==> src/include/frontend_params.svh <==
`ifndef FRONTEND_PARAMS_SVH
`define FRONTEND_PARAMS_SVH

// number of instruction queue entries as a power of two
`define IQ_DEPTH   8

// first pc fetched after reset
`define RESET_PC   32'h0000_0000

// fetches at or above this byte address are marked as faults
`define IMEM_LIMIT 32'h0000_0400

`endif

==> src/design/frontend_pkg.sv <==
package frontend_pkg;

    // major opcodes that the front end looks at
    localparam logic [6:0] OPC_LOAD    = 7'b0000011;
    localparam logic [6:0] OPC_STORE   = 7'b0100011;
    localparam logic [6:0] OPC_BRANCH  = 7'b1100011;
    localparam logic [6:0] OPC_JAL     = 7'b1101111;
    localparam logic [6:0] OPC_ALU_IMM = 7'b0010011;
    localparam logic [6:0] OPC_ALU_REG = 7'b0110011;

    // one instruction queue slot of 66 bits
    typedef struct packed {
        logic [31:0] pc;
        logic [31:0] instr;
        logic        pred_taken;
        logic        fault;
    } fetch_entry_t;

    typedef enum logic [2:0] {
        CLS_ALU,
        CLS_LOAD,
        CLS_STORE,
        CLS_BRANCH,
        CLS_JAL,
        CLS_OTHER
    } inst_class_t;

    typedef struct packed {
        logic [31:0] pc;
        inst_class_t cls;
        logic [4:0]  rd;
        logic [4:0]  rs1;
        logic [4:0]  rs2;
        logic        pred_taken;
        logic        fault;
    } decoded_t;

endpackage

==> src/design/dual_decode.sv <==
`timescale 1ns/100ps

module dual_decode import frontend_pkg::*; (
    input  logic         clk,
    input  logic         rst_n,
    input  logic         flush,
    input  logic         hold,
    input  fetch_entry_t rd_entry_1,
    input  fetch_entry_t rd_entry_2,
    input  logic         rd_ok_1,
    input  logic         rd_ok_2,
    output logic         pop_1,
    output logic         pop_2,
    output logic         dec_valid_1,
    output logic         dec_valid_2,
    output decoded_t     dec_1,
    output decoded_t     dec_2
);

    function automatic inst_class_t op_class(input logic [6:0] opcode);
        case (opcode)
            OPC_LOAD:    op_class = CLS_LOAD;
            OPC_STORE:   op_class = CLS_STORE;
            OPC_BRANCH:  op_class = CLS_BRANCH;
            OPC_JAL:     op_class = CLS_JAL;
            OPC_ALU_IMM: op_class = CLS_ALU;
            OPC_ALU_REG: op_class = CLS_ALU;
            default:     op_class = CLS_OTHER;
        endcase
    endfunction

    // register fields are taken as is, whether the format uses them or not
    function automatic decoded_t decode(input fetch_entry_t e);
        decoded_t d;
        d.pc         = e.pc;
        d.cls        = op_class(e.instr[6:0]);
        d.rd         = e.instr[11:7];
        d.rs1        = e.instr[19:15];
        d.rs2        = e.instr[24:20];
        d.pred_taken = e.pred_taken;
        d.fault      = e.fault;
        return d;
    endfunction

    // rd_ok_2 only rises with rd_ok_1, so pop_2 never comes alone
    assign pop_1 = ~hold & rd_ok_1;
    assign pop_2 = ~hold & rd_ok_2;

    always_ff @(posedge clk or negedge rst_n) begin
        if (!rst_n) begin
            dec_valid_1 <= 1'b0;
            dec_valid_2 <= 1'b0;
        end else if (flush) begin
            dec_valid_1 <= 1'b0;
            dec_valid_2 <= 1'b0;
        end else if (!hold) begin
            dec_valid_1 <= rd_ok_1;
            dec_valid_2 <= rd_ok_2;
        end
    end

    // while the back end holds, the records stay as they are
    always_ff @(posedge clk) begin
        if (!hold && rd_ok_1) begin
            dec_1 <= decode(rd_entry_1);
        end
        if (!hold && rd_ok_2) begin
            dec_2 <= decode(rd_entry_2);
        end
    end

endmodule

==> src/design/frontend_top.sv <==
`timescale 1ns/100ps

module frontend_top import frontend_pkg::*; (
    input  logic        clk,
    input  logic        rst_n,
    input  logic        redirect,
    input  logic [31:0] redirect_pc,
    input  logic [31:0] imem_rdata_0,
    input  logic [31:0] imem_rdata_1,
    input  logic        hold,
    output logic        imem_req,
    output logic [31:0] imem_addr,
    output logic        dec_valid_1,
    output logic        dec_valid_2,
    output decoded_t    dec_1,
    output decoded_t    dec_2
);

    fetch_entry_t wr_entry_1;
    fetch_entry_t wr_entry_2;
    fetch_entry_t rd_entry_1;
    fetch_entry_t rd_entry_2;
    logic         wr_en_1;
    logic         wr_en_2;
    logic         rd_ok_1;
    logic         rd_ok_2;
    logic         pop_1;
    logic         pop_2;
    logic         stall_req;

    inst_fetch i_fetch (
        .clk          (clk),
        .rst_n        (rst_n),
        .redirect     (redirect),
        .redirect_pc  (redirect_pc),
        .stall_req    (stall_req),
        .imem_rdata_0 (imem_rdata_0),
        .imem_rdata_1 (imem_rdata_1),
        .imem_req     (imem_req),
        .imem_addr    (imem_addr),
        .wr_en_1      (wr_en_1),
        .wr_en_2      (wr_en_2),
        .wr_entry_1   (wr_entry_1),
        .wr_entry_2   (wr_entry_2)
    );

    // a redirect empties the queue in the same cycle that fetch takes the new pc
    inst_queue i_queue (
        .clk        (clk),
        .rst_n      (rst_n),
        .flush      (redirect),
        .pop_1      (pop_1),
        .pop_2      (pop_2),
        .wr_en_1    (wr_en_1),
        .wr_en_2    (wr_en_2),
        .wr_entry_1 (wr_entry_1),
        .wr_entry_2 (wr_entry_2),
        .rd_entry_1 (rd_entry_1),
        .rd_entry_2 (rd_entry_2),
        .rd_ok_1    (rd_ok_1),
        .rd_ok_2    (rd_ok_2),
        .stall_req  (stall_req)
    );

    dual_decode i_decode (
        .clk         (clk),
        .rst_n       (rst_n),
        .flush       (redirect),
        .hold        (hold),
        .rd_entry_1  (rd_entry_1),
        .rd_entry_2  (rd_entry_2),
        .rd_ok_1     (rd_ok_1),
        .rd_ok_2     (rd_ok_2),
        .pop_1       (pop_1),
        .pop_2       (pop_2),
        .dec_valid_1 (dec_valid_1),
        .dec_valid_2 (dec_valid_2),
        .dec_1       (dec_1),
        .dec_2       (dec_2)
    );

endmodule

==> src/design/inst_fetch.sv <==
`timescale 1ns/100ps
`include "frontend_params.svh"

module inst_fetch import frontend_pkg::*; (
    input  logic         clk,
    input  logic         rst_n,
    input  logic         redirect,
    input  logic [31:0]  redirect_pc,
    input  logic         stall_req,
    input  logic [31:0]  imem_rdata_0,
    input  logic [31:0]  imem_rdata_1,
    output logic         imem_req,
    output logic [31:0]  imem_addr,
    output logic         wr_en_1,
    output logic         wr_en_2,
    output fetch_entry_t wr_entry_1,
    output fetch_entry_t wr_entry_2
);

    logic [31:0] pc;
    logic [31:0] pc_plus_4;
    logic [31:0] pc_nxt;
    logic        halted;
    logic        halt_nxt;
    logic        go;
    logic        fault_1;
    logic        fault_2;
    logic        jal_1;
    logic        jal_2;
    logic        single;

    // sign-extended J-type immediate
    function automatic logic [31:0] jal_offset(input logic [31:0] instr);
        jal_offset = {{12{instr[31]}}, instr[19:12], instr[20], instr[30:21], 1'b0};
    endfunction

    assign imem_req  = ~halted;
    assign imem_addr = pc;
    assign pc_plus_4 = pc + 32'd4;

    assign go      = imem_req & ~stall_req & ~redirect;
    assign fault_1 = (pc >= `IMEM_LIMIT);
    assign fault_2 = (pc_plus_4 >= `IMEM_LIMIT);
    assign jal_1   = ~fault_1 & (imem_rdata_0[6:0] == OPC_JAL);
    assign jal_2   = ~fault_2 & (imem_rdata_1[6:0] == OPC_JAL);

    // slot 2 is skipped after an odd word pc, a predicted jal or a fault in slot 1
    assign single  = pc[2] | jal_1 | fault_1;

    assign wr_en_1 = go;
    assign wr_en_2 = go & ~single;

    // a faulted word carries no instruction bits
    always_comb begin
        wr_entry_1.pc         = pc;
        wr_entry_1.instr      = fault_1 ? 32'h0 : imem_rdata_0;
        wr_entry_1.pred_taken = jal_1;
        wr_entry_1.fault      = fault_1;

        wr_entry_2.pc         = pc_plus_4;
        wr_entry_2.instr      = fault_2 ? 32'h0 : imem_rdata_1;
        wr_entry_2.pred_taken = jal_2;
        wr_entry_2.fault      = fault_2;
    end

    always_comb begin
        pc_nxt   = pc;
        halt_nxt = halted;
        if (redirect) begin
            pc_nxt   = redirect_pc;
            halt_nxt = 1'b0;
        end else if (go) begin
            if (fault_1 || (!single && fault_2)) begin
                // stop requesting until the next redirect
                halt_nxt = 1'b1;
            end else if (jal_1) begin
                pc_nxt = pc + jal_offset(imem_rdata_0);
            end else if (pc[2]) begin
                pc_nxt = pc_plus_4;
            end else if (jal_2) begin
                pc_nxt = pc_plus_4 + jal_offset(imem_rdata_1);
            end else begin
                pc_nxt = pc + 32'd8;
            end
        end
    end

    always_ff @(posedge clk or negedge rst_n) begin
        if (!rst_n) begin
            pc     <= `RESET_PC;
            halted <= 1'b0;
        end else begin
            pc     <= pc_nxt;
            halted <= halt_nxt;
        end
    end

endmodule

==> src/design/inst_queue.sv <==
`timescale 1ns/100ps
`include "frontend_params.svh"

module inst_queue import frontend_pkg::*; (
    input  logic         clk,
    input  logic         rst_n,
    input  logic         flush,
    input  logic         pop_1,
    input  logic         pop_2,
    input  logic         wr_en_1,
    input  logic         wr_en_2,
    input  fetch_entry_t wr_entry_1,
    input  fetch_entry_t wr_entry_2,
    output fetch_entry_t rd_entry_1,
    output fetch_entry_t rd_entry_2,
    output logic         rd_ok_1,
    output logic         rd_ok_2,
    output logic         stall_req
);

    localparam int DEPTH = `IQ_DEPTH;
    localparam int IDX   = $clog2(DEPTH);

    typedef enum logic [1:0] {
        ST_NORMAL,
        ST_WAIT_1,
        ST_WAIT_2
    } q_state_t;

    q_state_t     state;
    q_state_t     state_nxt;

    fetch_entry_t mem [DEPTH];
    fetch_entry_t hold_1;
    fetch_entry_t hold_2;
    fetch_entry_t hold_1_nxt;
    fetch_entry_t hold_2_nxt;
    fetch_entry_t push_data_a;
    fetch_entry_t push_data_b;
    logic         push_a;
    logic         push_b;

    // pointers carry one extra wrap bit above the index
    logic [IDX:0] w_ptr;
    logic [IDX:0] r_ptr;
    logic [IDX:0] w_ptr_nxt;
    logic [IDX:0] r_ptr_nxt;
    logic [IDX:0] w_ptr_p1;
    logic [IDX:0] r_ptr_p1;
    logic         full;
    logic         empty;
    logic         left_one;

    assign w_ptr_p1 = w_ptr + 1'b1;
    assign r_ptr_p1 = r_ptr + 1'b1;

    assign empty    = (w_ptr == r_ptr);
    assign full     = (w_ptr[IDX] != r_ptr[IDX]) &&
                      (w_ptr[IDX-1:0] == r_ptr[IDX-1:0]);
    assign left_one = (w_ptr_p1[IDX] != r_ptr[IDX]) &&
                      (w_ptr_p1[IDX-1:0] == r_ptr[IDX-1:0]);

    assign rd_ok_1  = ~empty & ~flush;
    assign rd_ok_2  = ~empty & (r_ptr_p1 != w_ptr) & ~flush;

    // parked writes also hold off fetch until they are committed
    assign stall_req = (full | left_one | (state != ST_NORMAL)) & ~flush;

    assign rd_entry_1 = mem[r_ptr[IDX-1:0]];
    assign rd_entry_2 = mem[r_ptr_p1[IDX-1:0]];

    always_comb begin
        r_ptr_nxt = r_ptr;
        if (pop_1 && pop_2 && rd_ok_2) begin
            r_ptr_nxt = r_ptr + 2'd2;
        end else if (pop_1 && rd_ok_1) begin
            r_ptr_nxt = r_ptr_p1;
        end
    end

    always_comb begin
        state_nxt   = state;
        hold_1_nxt  = hold_1;
        hold_2_nxt  = hold_2;
        push_a      = 1'b0;
        push_b      = 1'b0;
        push_data_a = wr_entry_1;
        push_data_b = wr_entry_2;
        w_ptr_nxt   = w_ptr;

        case (state)
            ST_NORMAL: begin
                if (wr_en_1 && full) begin
                    hold_1_nxt = wr_entry_1;
                    if (wr_en_2) begin
                        hold_2_nxt = wr_entry_2;
                        state_nxt  = ST_WAIT_2;
                    end else begin
                        state_nxt  = ST_WAIT_1;
                    end
                end else if (wr_en_1 && wr_en_2 && left_one) begin
                    // the first word fits and the second one waits
                    push_a     = 1'b1;
                    hold_1_nxt = wr_entry_2;
                    state_nxt  = ST_WAIT_1;
                end else if (wr_en_1) begin
                    push_a = 1'b1;
                    push_b = wr_en_2;
                end
            end

            ST_WAIT_1: begin
                push_data_a = hold_1;
                if (!full) begin
                    push_a    = 1'b1;
                    state_nxt = ST_NORMAL;
                end
            end

            ST_WAIT_2: begin
                push_data_a = hold_1;
                push_data_b = hold_2;
                if (!full && !left_one) begin
                    push_a    = 1'b1;
                    push_b    = 1'b1;
                    state_nxt = ST_NORMAL;
                end else if (left_one) begin
                    // only one place free, so the older word goes first
                    push_a     = 1'b1;
                    hold_1_nxt = hold_2;
                    state_nxt  = ST_WAIT_1;
                end
            end

            default: begin
                state_nxt = ST_NORMAL;
            end
        endcase

        if (push_a) begin
            w_ptr_nxt = push_b ? w_ptr + 2'd2 : w_ptr_p1;
        end
    end

    always_ff @(posedge clk or negedge rst_n) begin
        if (!rst_n) begin
            state <= ST_NORMAL;
            w_ptr <= '0;
            r_ptr <= '0;
        end else if (flush) begin
            state <= ST_NORMAL;
            w_ptr <= '0;
            r_ptr <= '0;
        end else begin
            state <= state_nxt;
            w_ptr <= w_ptr_nxt;
            r_ptr <= r_ptr_nxt;
        end
    end

    always_ff @(posedge clk) begin
        if (flush) begin
            hold_1 <= '0;
            hold_2 <= '0;
        end else begin
            hold_1 <= hold_1_nxt;
            hold_2 <= hold_2_nxt;
        end
    end

    always_ff @(posedge clk) begin
        if (!flush && push_a) begin
            mem[w_ptr[IDX-1:0]] <= push_data_a;
        end
        if (!flush && push_b) begin
            mem[w_ptr_p1[IDX-1:0]] <= push_data_b;
        end
    end

endmodule

==> config.mk <==
export PLATFORM = sky130hd
export DESIGN_NAME = frontend_top
export DESIGN_NICKNAME = d
export VERILOG_FILES = /design/src/design/frontend_pkg.sv /design/src/design/dual_decode.sv /design/src/design/frontend_top.sv /design/src/design/inst_fetch.sv /design/src/design/inst_queue.sv
export VERILOG_INCLUDE_DIRS = /design/src /design/src/include
export SDC_FILE = /design/constraint.sdc
export NUM_CORES = 2
export LEC_CHECK = 0
export ABC_AREA = 1
export CAP_MARGIN = 20
export CORE_MARGIN = 2
export CORE_UTILIZATION = 45
export DETAILED_ROUTE_END_ITERATION = 10
export DONT_BUFFER_PORTS = 1
export PLACE_DENSITY_LB_ADDON = 0.2
export REMOVE_ABC_BUFFERS = 1
export SYNTH_ARGS = -nofsm -noshare
export SYNTH_HDL_FRONTEND = slang
export SYNTH_SLANG_ARGS = --single-unit
==> constraint.sdc <==
create_clock -name clk -period 8.7 [get_ports clk]
set_input_delay 1.305 -clock clk [delete_from_list [all_inputs] [get_ports clk]]
set_output_delay 1.305 -clock clk [all_outputs]
set_load 0.01 [all_outputs]
; ---- Word level (Yosys, flattened, before mapping)
; Memory sizes are Yosys's and may differ from the RTL's.
; Cells that the tools add are included.
[word_totals]
reg_bits = 281
elab_cells = 182
memories = 1
ram_bits = 528
output_inout_bits = 139
[classes]
n_eq_ne = 30
magnitude_cmp = 2
addsub = 8
n_mux = 54
n_reduce_logical = 35
bitwise = 23
[mem_list]
columns = name, words, width, read_ports, rd_clocked_by_memory_dff, write_ports, line_no
row1 = i_queue.mem, 8, 66, 2, 0, 2, inst_queue.sv:33  ; fetch_entry_t mem [DEPTH];
[op_table]
columns = cell, n
row1 = $mux W66, 6
row2 = $mux W32, 8
row3 = $pmux W66 S2, 1
row4 = $add A32 B32 Y32, 2
row5 = $ge A32 B11 Y1 const B, 2
row6 = $eq A7 B7 Y1 const B, 6
row7 = $add A32 B3 Y32 const B, 1
row8 = $add A32 B4 Y32 const B, 1
row9 = $pmux W3 S5, 2
row10 = $eq A7 B6 Y1 const B, 4
row11 = $mux W4, 6
row12 = $mux W1, 21
row13 = $eq A7 B2 Y1 const B, 2
row14 = $eq A7 B5 Y1 const B, 2
row15 = $logic_and A1 B1 Y1, 14
row16 = $mux W2, 7
row17 = $and A1 B1 Y1, 11
row18 = $reduce_bool A2 Y1, 5
row19 = $add A4 B1 Y4 const B, 2
row20 = $add A4 B2 Y4 const B, 2
row21 = $ne A4 B2 Y1 const B, 2
row22 = $not A1 Y1, 8
row23 = $eq A3 B3 Y1, 2
row24 = $ne A2 B2 Y1 const B, 3
row25 = other kinds (20), 32

; ---- Logic depth before layout (Yosys ltp)
[depth]
depth_word = 18
depth_mapped = 28
mapped_depth_nobuf = 28

; ---- Cells and area by module
; A second synthesis with hierarchy kept.
[unflattened]
hier_cells = 7560
hier_area_um2 = 52859.4
[by_module_without_submodules]
columns = module, area_each_um2, n_inst, cells_per_inst
row1 = inst_queue, 40580.2, 1, 5747
row2 = inst_fetch, 8887.3, 1, 1654
row3 = dual_decode, 3392.0, 1, 159

; ---- Worst setup path after synthesis
; Ideal clock, no wire load.
[synth_timing]
kind = input to register
start = input port redirect
end = register i_queue.r_ptr[3]
path_slack_ns = 0.012
arrival_time_ns = 8.584
stages = 6
path_buffers = 1
required_time_ns = 8.596
setup_time_ns = 0.104
cell_sequence = clkbuf_1 > nor3_1 > inv_1 > nor2_1 > o211ai_1 > o21ai_0
[synth_via]
elab_chain_cells = 7
[synth_lines]
columns = item, line_no
row1 = "start, declared", frontend_top.sv:6  ; input logic redirect,
row2 = $not A1 Y1 *, inst_queue.sv:63  ; assign rd_ok_1 = ~empty & ~flush;
row3 = $and A1 B1 Y1 *, inst_queue.sv:63
row4 = $and A1 B1 Y1 *, dual_decode.sv:46  ; assign pop_1 = ~hold & rd_ok_1;
row5 = net i_decode.pop_1, dual_decode.sv:12  ; output logic pop_1,
row6 = $logic_and A1 B1 Y1 (2 in a row), inst_queue.sv:74  ; if (pop_1 && pop_2 && rd_ok_2) begin
row7 = $mux W4, inst_queue.sv:74
row8 = $mux W4, inst_queue.sv:150  ; end else if (flush) begin
row9 = "end signal, assigned", inst_queue.sv:157  ; r_ptr <= r_ptr_nxt;
row10 = "end, declared", inst_queue.sv:45  ; logic [IDX:0] r_ptr;
; Mark *: on every way through the listed nets, which the timed path passes. The rest lies on a longest branch.
; A chain may end at the register's enable or synchronous reset.

==> flow_summary.yaml <==
cts:
  cts_tree: "yes"
  worstSkewPairLatency_ns: 0.69
  cts_inserted_buffers: 83
  postCtsHoldBufs: 0
  cts_resized: 0
  clock-sinks: 709
  cts-root-buf: "clkbuf_16"
  post_cts_buffers: 0
  clock_path_buffers: 3
  htree_levels: 3
  cts.reportedPaths.clkPinSlew_ns: 0.06
place:
  portBuffers: 0
  postPlaceCellArea_sq_mm: 0.0429
  dp_hpwl_um: 101000
  dp_cells: 6390
  gp_congestion: 0.979
die:
  placement_rows: 112
  fp.dieH_um: 310
  dieArea_sq_mm: 0.0963
  die_w_um: 310
  coreArea_sq_mm: 0.0932
  start_util_pct: 45.3
  ios: 239
detailed_routing:
  ant_nets: 0
  drtIter0Drc: 4787
  routed_wl_um: 157000
  first_pass_iters: 6
  wl_per_cell_um: 23.9
  viasPerCell: 5.91
  route.detailed.drc: 0
  vias: 38700
final_layout:
  drive_gt1_share_pct: 4.78
  fin_nets: 5397
  final_area_sq_mm: 0.0457
  final_cell_mix: "1274 x nand2_1, 994 x o21ai_0, 552 x edfxtp_1"
  fillers: 8987
  layout_commonest_cell: "nand2_1"
  fin_cells: 6553
  synthToLayoutAreaGrowth_pct: 8.07
global_route:
  grt_usage_pct: 32.1
  grt_max_degree: 244
  overflow: 0
  grt_pass1_vias: 35900
  grt_pass1_wl_um: 229000
  antenna_found_initial: 15
timing:
  min_period_ns: 5.28
  worstMarginPinSlew_ns: 1.19
  skew_ns: 0.0551
  drv_slew: 0
  setup_violations: 0
  whs_ns: 0.323
  final_hold_viol_count: 0
  maxSlewHeadroom_pct: 20.5
  max_freq_mhz: 189
  grt_setup_unrepaired: "false"
  finalCritPeriodShare_pct: 60.7
synthesis:
  synth_seq_area_share_pct: 47.2
  synth.cell_area_sq_mm: 0.0422
  postSynthAreaPerCell_sq_um: 7.77
  synthFlopType: "edfxtp_1"
  ys_async_sr_fraction_pct: 6.35
  synthDistinctLibCells: 55
  yosys_register_bits: 709
  synth_cells: 5437
  synth_warnings: 0
  synth-edff-count: 552
critical_path:
  crit_path_start_kind: "flip-flop"
  path_max_fanout: 58
  max_stage_delay_ns: 1.00
  slowest_stage: "dfrtp_4"
  crit_path_end_kind: "flip-flop"
  cpMostUsedCell: "nand2_1"
  r2r_slack_ns: 3.42
  path_class: "reg2reg"
  required_ns: 8.99
  worstPathArrival_ns: 5.56
  r2r_start: "i_queue.r_ptr[2]"
  r2r_cells: 12
  reg2reg_to: "i_queue.mem[6][58]"
  path_cells: "inv_1 -> xor2_1 -> nor2_1 -> nand2_1 -> nand2_1 -> nor4_2 -> nand3_1 -> nand2_2 -> nand3_4 -> nor2_4 -> a31o_4 -> buf_4"
status:
  outcome: "finished, final reports clean"
flow_run:
  maxCapViolations: 0
pwr:
  p_per_area_mw_per_mm2: 292
  ir_worst_vdd_v: 0.000192
  p_leak_nw: 16.8
hold_path:
  hold_path.class: "in2async"
## cell usage after synthesis, types with 6 or more instances
cell type / number / area [sq um]
a31oi_1: 108 / 676
a31o_2: 7 / 61.3
o21ai_0: 994 / 4970
nor2_2: 11 / 68.8
xnor2_1: 21 / 184
inv_1: 412 / 1550
o21bai_1: 21 / 158
a21o_1: 10 / 75.1
xor2_1: 55 / 482
nand2_1: 1274 / 4780
dfxtp_1: 112 / 2240
edfxtp_1: 552 / 16600
o21ai_1: 112 / 561
ha_1: 74 / 926
nand4_1: 19 / 119
nand2_2: 9 / 56.3
a21oi_1: 419 / 2100
nor2_1: 491 / 1840
buf_4: 31 / 233
dfrtp_1: 45 / 1130
o211ai_1: 54 / 405
nand3_1: 177 / 886
nor2_4: 14 / 158
mux2i_1: 8 / 80.1
nor3_1: 19 / 95.1
buf_1: 24 / 90.1
buf_2: 56 / 280
clkbuf_1: 244 / 916
inv_2: 6 / 22.5
## cells by family (layout without fill, tap and decap cells)
family	count (synthesis)	count (layout)	share of synthesized area, %
simple gates	2040	2040	19.5
compound gates	1748	1748	21.8
buf+inv	779	633	7.42
flops	709	709	47.2
xor+xnor	77	77	1.61
fa+ha+maj	76	76	2.29
mux	8	8	0.190
other cells	0	8	0
## routing by layer
layer	vias up	global-route usage (%)	share of wire [%]	routed length [um]
met1	18100	42.2	39	61800
met3	422	7.88	11	17900
met5	-	0	0.059	92
li1	18100	-	-	-
met4	12	14.0	4.5	7110
met2	2038	50.4	45	69800
## how the worst max path moves through the flow
stage                                 from                  to  cells past startpoint
after global placement     imem_rdata_0[2]  i_queue.mem[6][58]                     11
final                     i_queue.r_ptr[2]  i_queue.mem[6][58]                     12
after detailed placement  i_queue.r_ptr[2]  i_queue.mem[6][58]                     12
after floorplan           i_queue.r_ptr[0]  i_decode.dec_2[17]                     11
after CTS                 i_queue.r_ptr[2]  i_queue.mem[6][58]                     12
after global routing      i_queue.r_ptr[2]  i_queue.mem[6][58]                     12
## layout make-up
cell class / count / area (sq um) / share of cell area (%)
diodes: 8 / 20.0 / 0.0439
well taps: 1254 / 1570 / 3.44
clock buffers: 119 / 2370 / 5.18
flip-flops and latches: 709 / 20000 / 43.7
clock inverters: 36 / 380 / 0.833
repair buffers: 57 / 460 / 1.01
multi-input cells: 3949 / 19300 / 42.3
inverters: 421 / 1600 / 3.50
## per-stage QoR
| step | setup TNS [ns] | utilization, % | setup WS (ns) | total power, mW |
|---|---|---|---|---|
| 2_1_floorplan | -3773.98 | - | -7.93 | 8.11 |
| 3_3_place_gp | 0 | 46.0 | 3.66 | 9.66 |
| 3_5_place_dp | 0 | 46.0 | 3.57 | 9.74 |
| 4_1_cts | 0 | 49.0 | 3.50 | 13.3 |
| 5_1_grt | 0 | 49.0 | 3.14 | 14.0 |
| 6_report | 0 | 49.0 | 3.42 | 13.3 |
## report_power, final
group	switching (mW)	internal [mW]
combinational	3.47	1.36
sequential	0.429	4.51
clock	1.50	2.05
total	5.40	7.92
## critical path: cells and delay by family (launching register included)
kind / cells / cell delay, ns
DFF: 1 / 1.00
and+or+nand+nor: 8 / 1.74
xor gates and xnor gates: 1 / 0.30
buffers and inverters: 2 / 1.03
AOI/OAI and AO/OA: 1 / 0.73
## sequential cells by signal, summed over array words and instances, names as in the netlist
| name | cells |
|---|---|
| i_fetch.halted | 1 |
| i_decode.dec_valid_2 | 1 |
| i_queue.mem | 448 |
| i_decode.dec_2 | 52 |
| i_queue.r_ptr | 4 |
| i_queue.hold_2 | 56 |
| i_queue.state | 2 |
| i_fetch.imem_addr | 32 |
| i_queue.hold_1 | 56 |
| i_queue.w_ptr | 4 |
| i_decode.dec_1 | 52 |
| i_decode.dec_valid_1 | 1 |
Note: power is estimated with default switching activity, not from simulation.
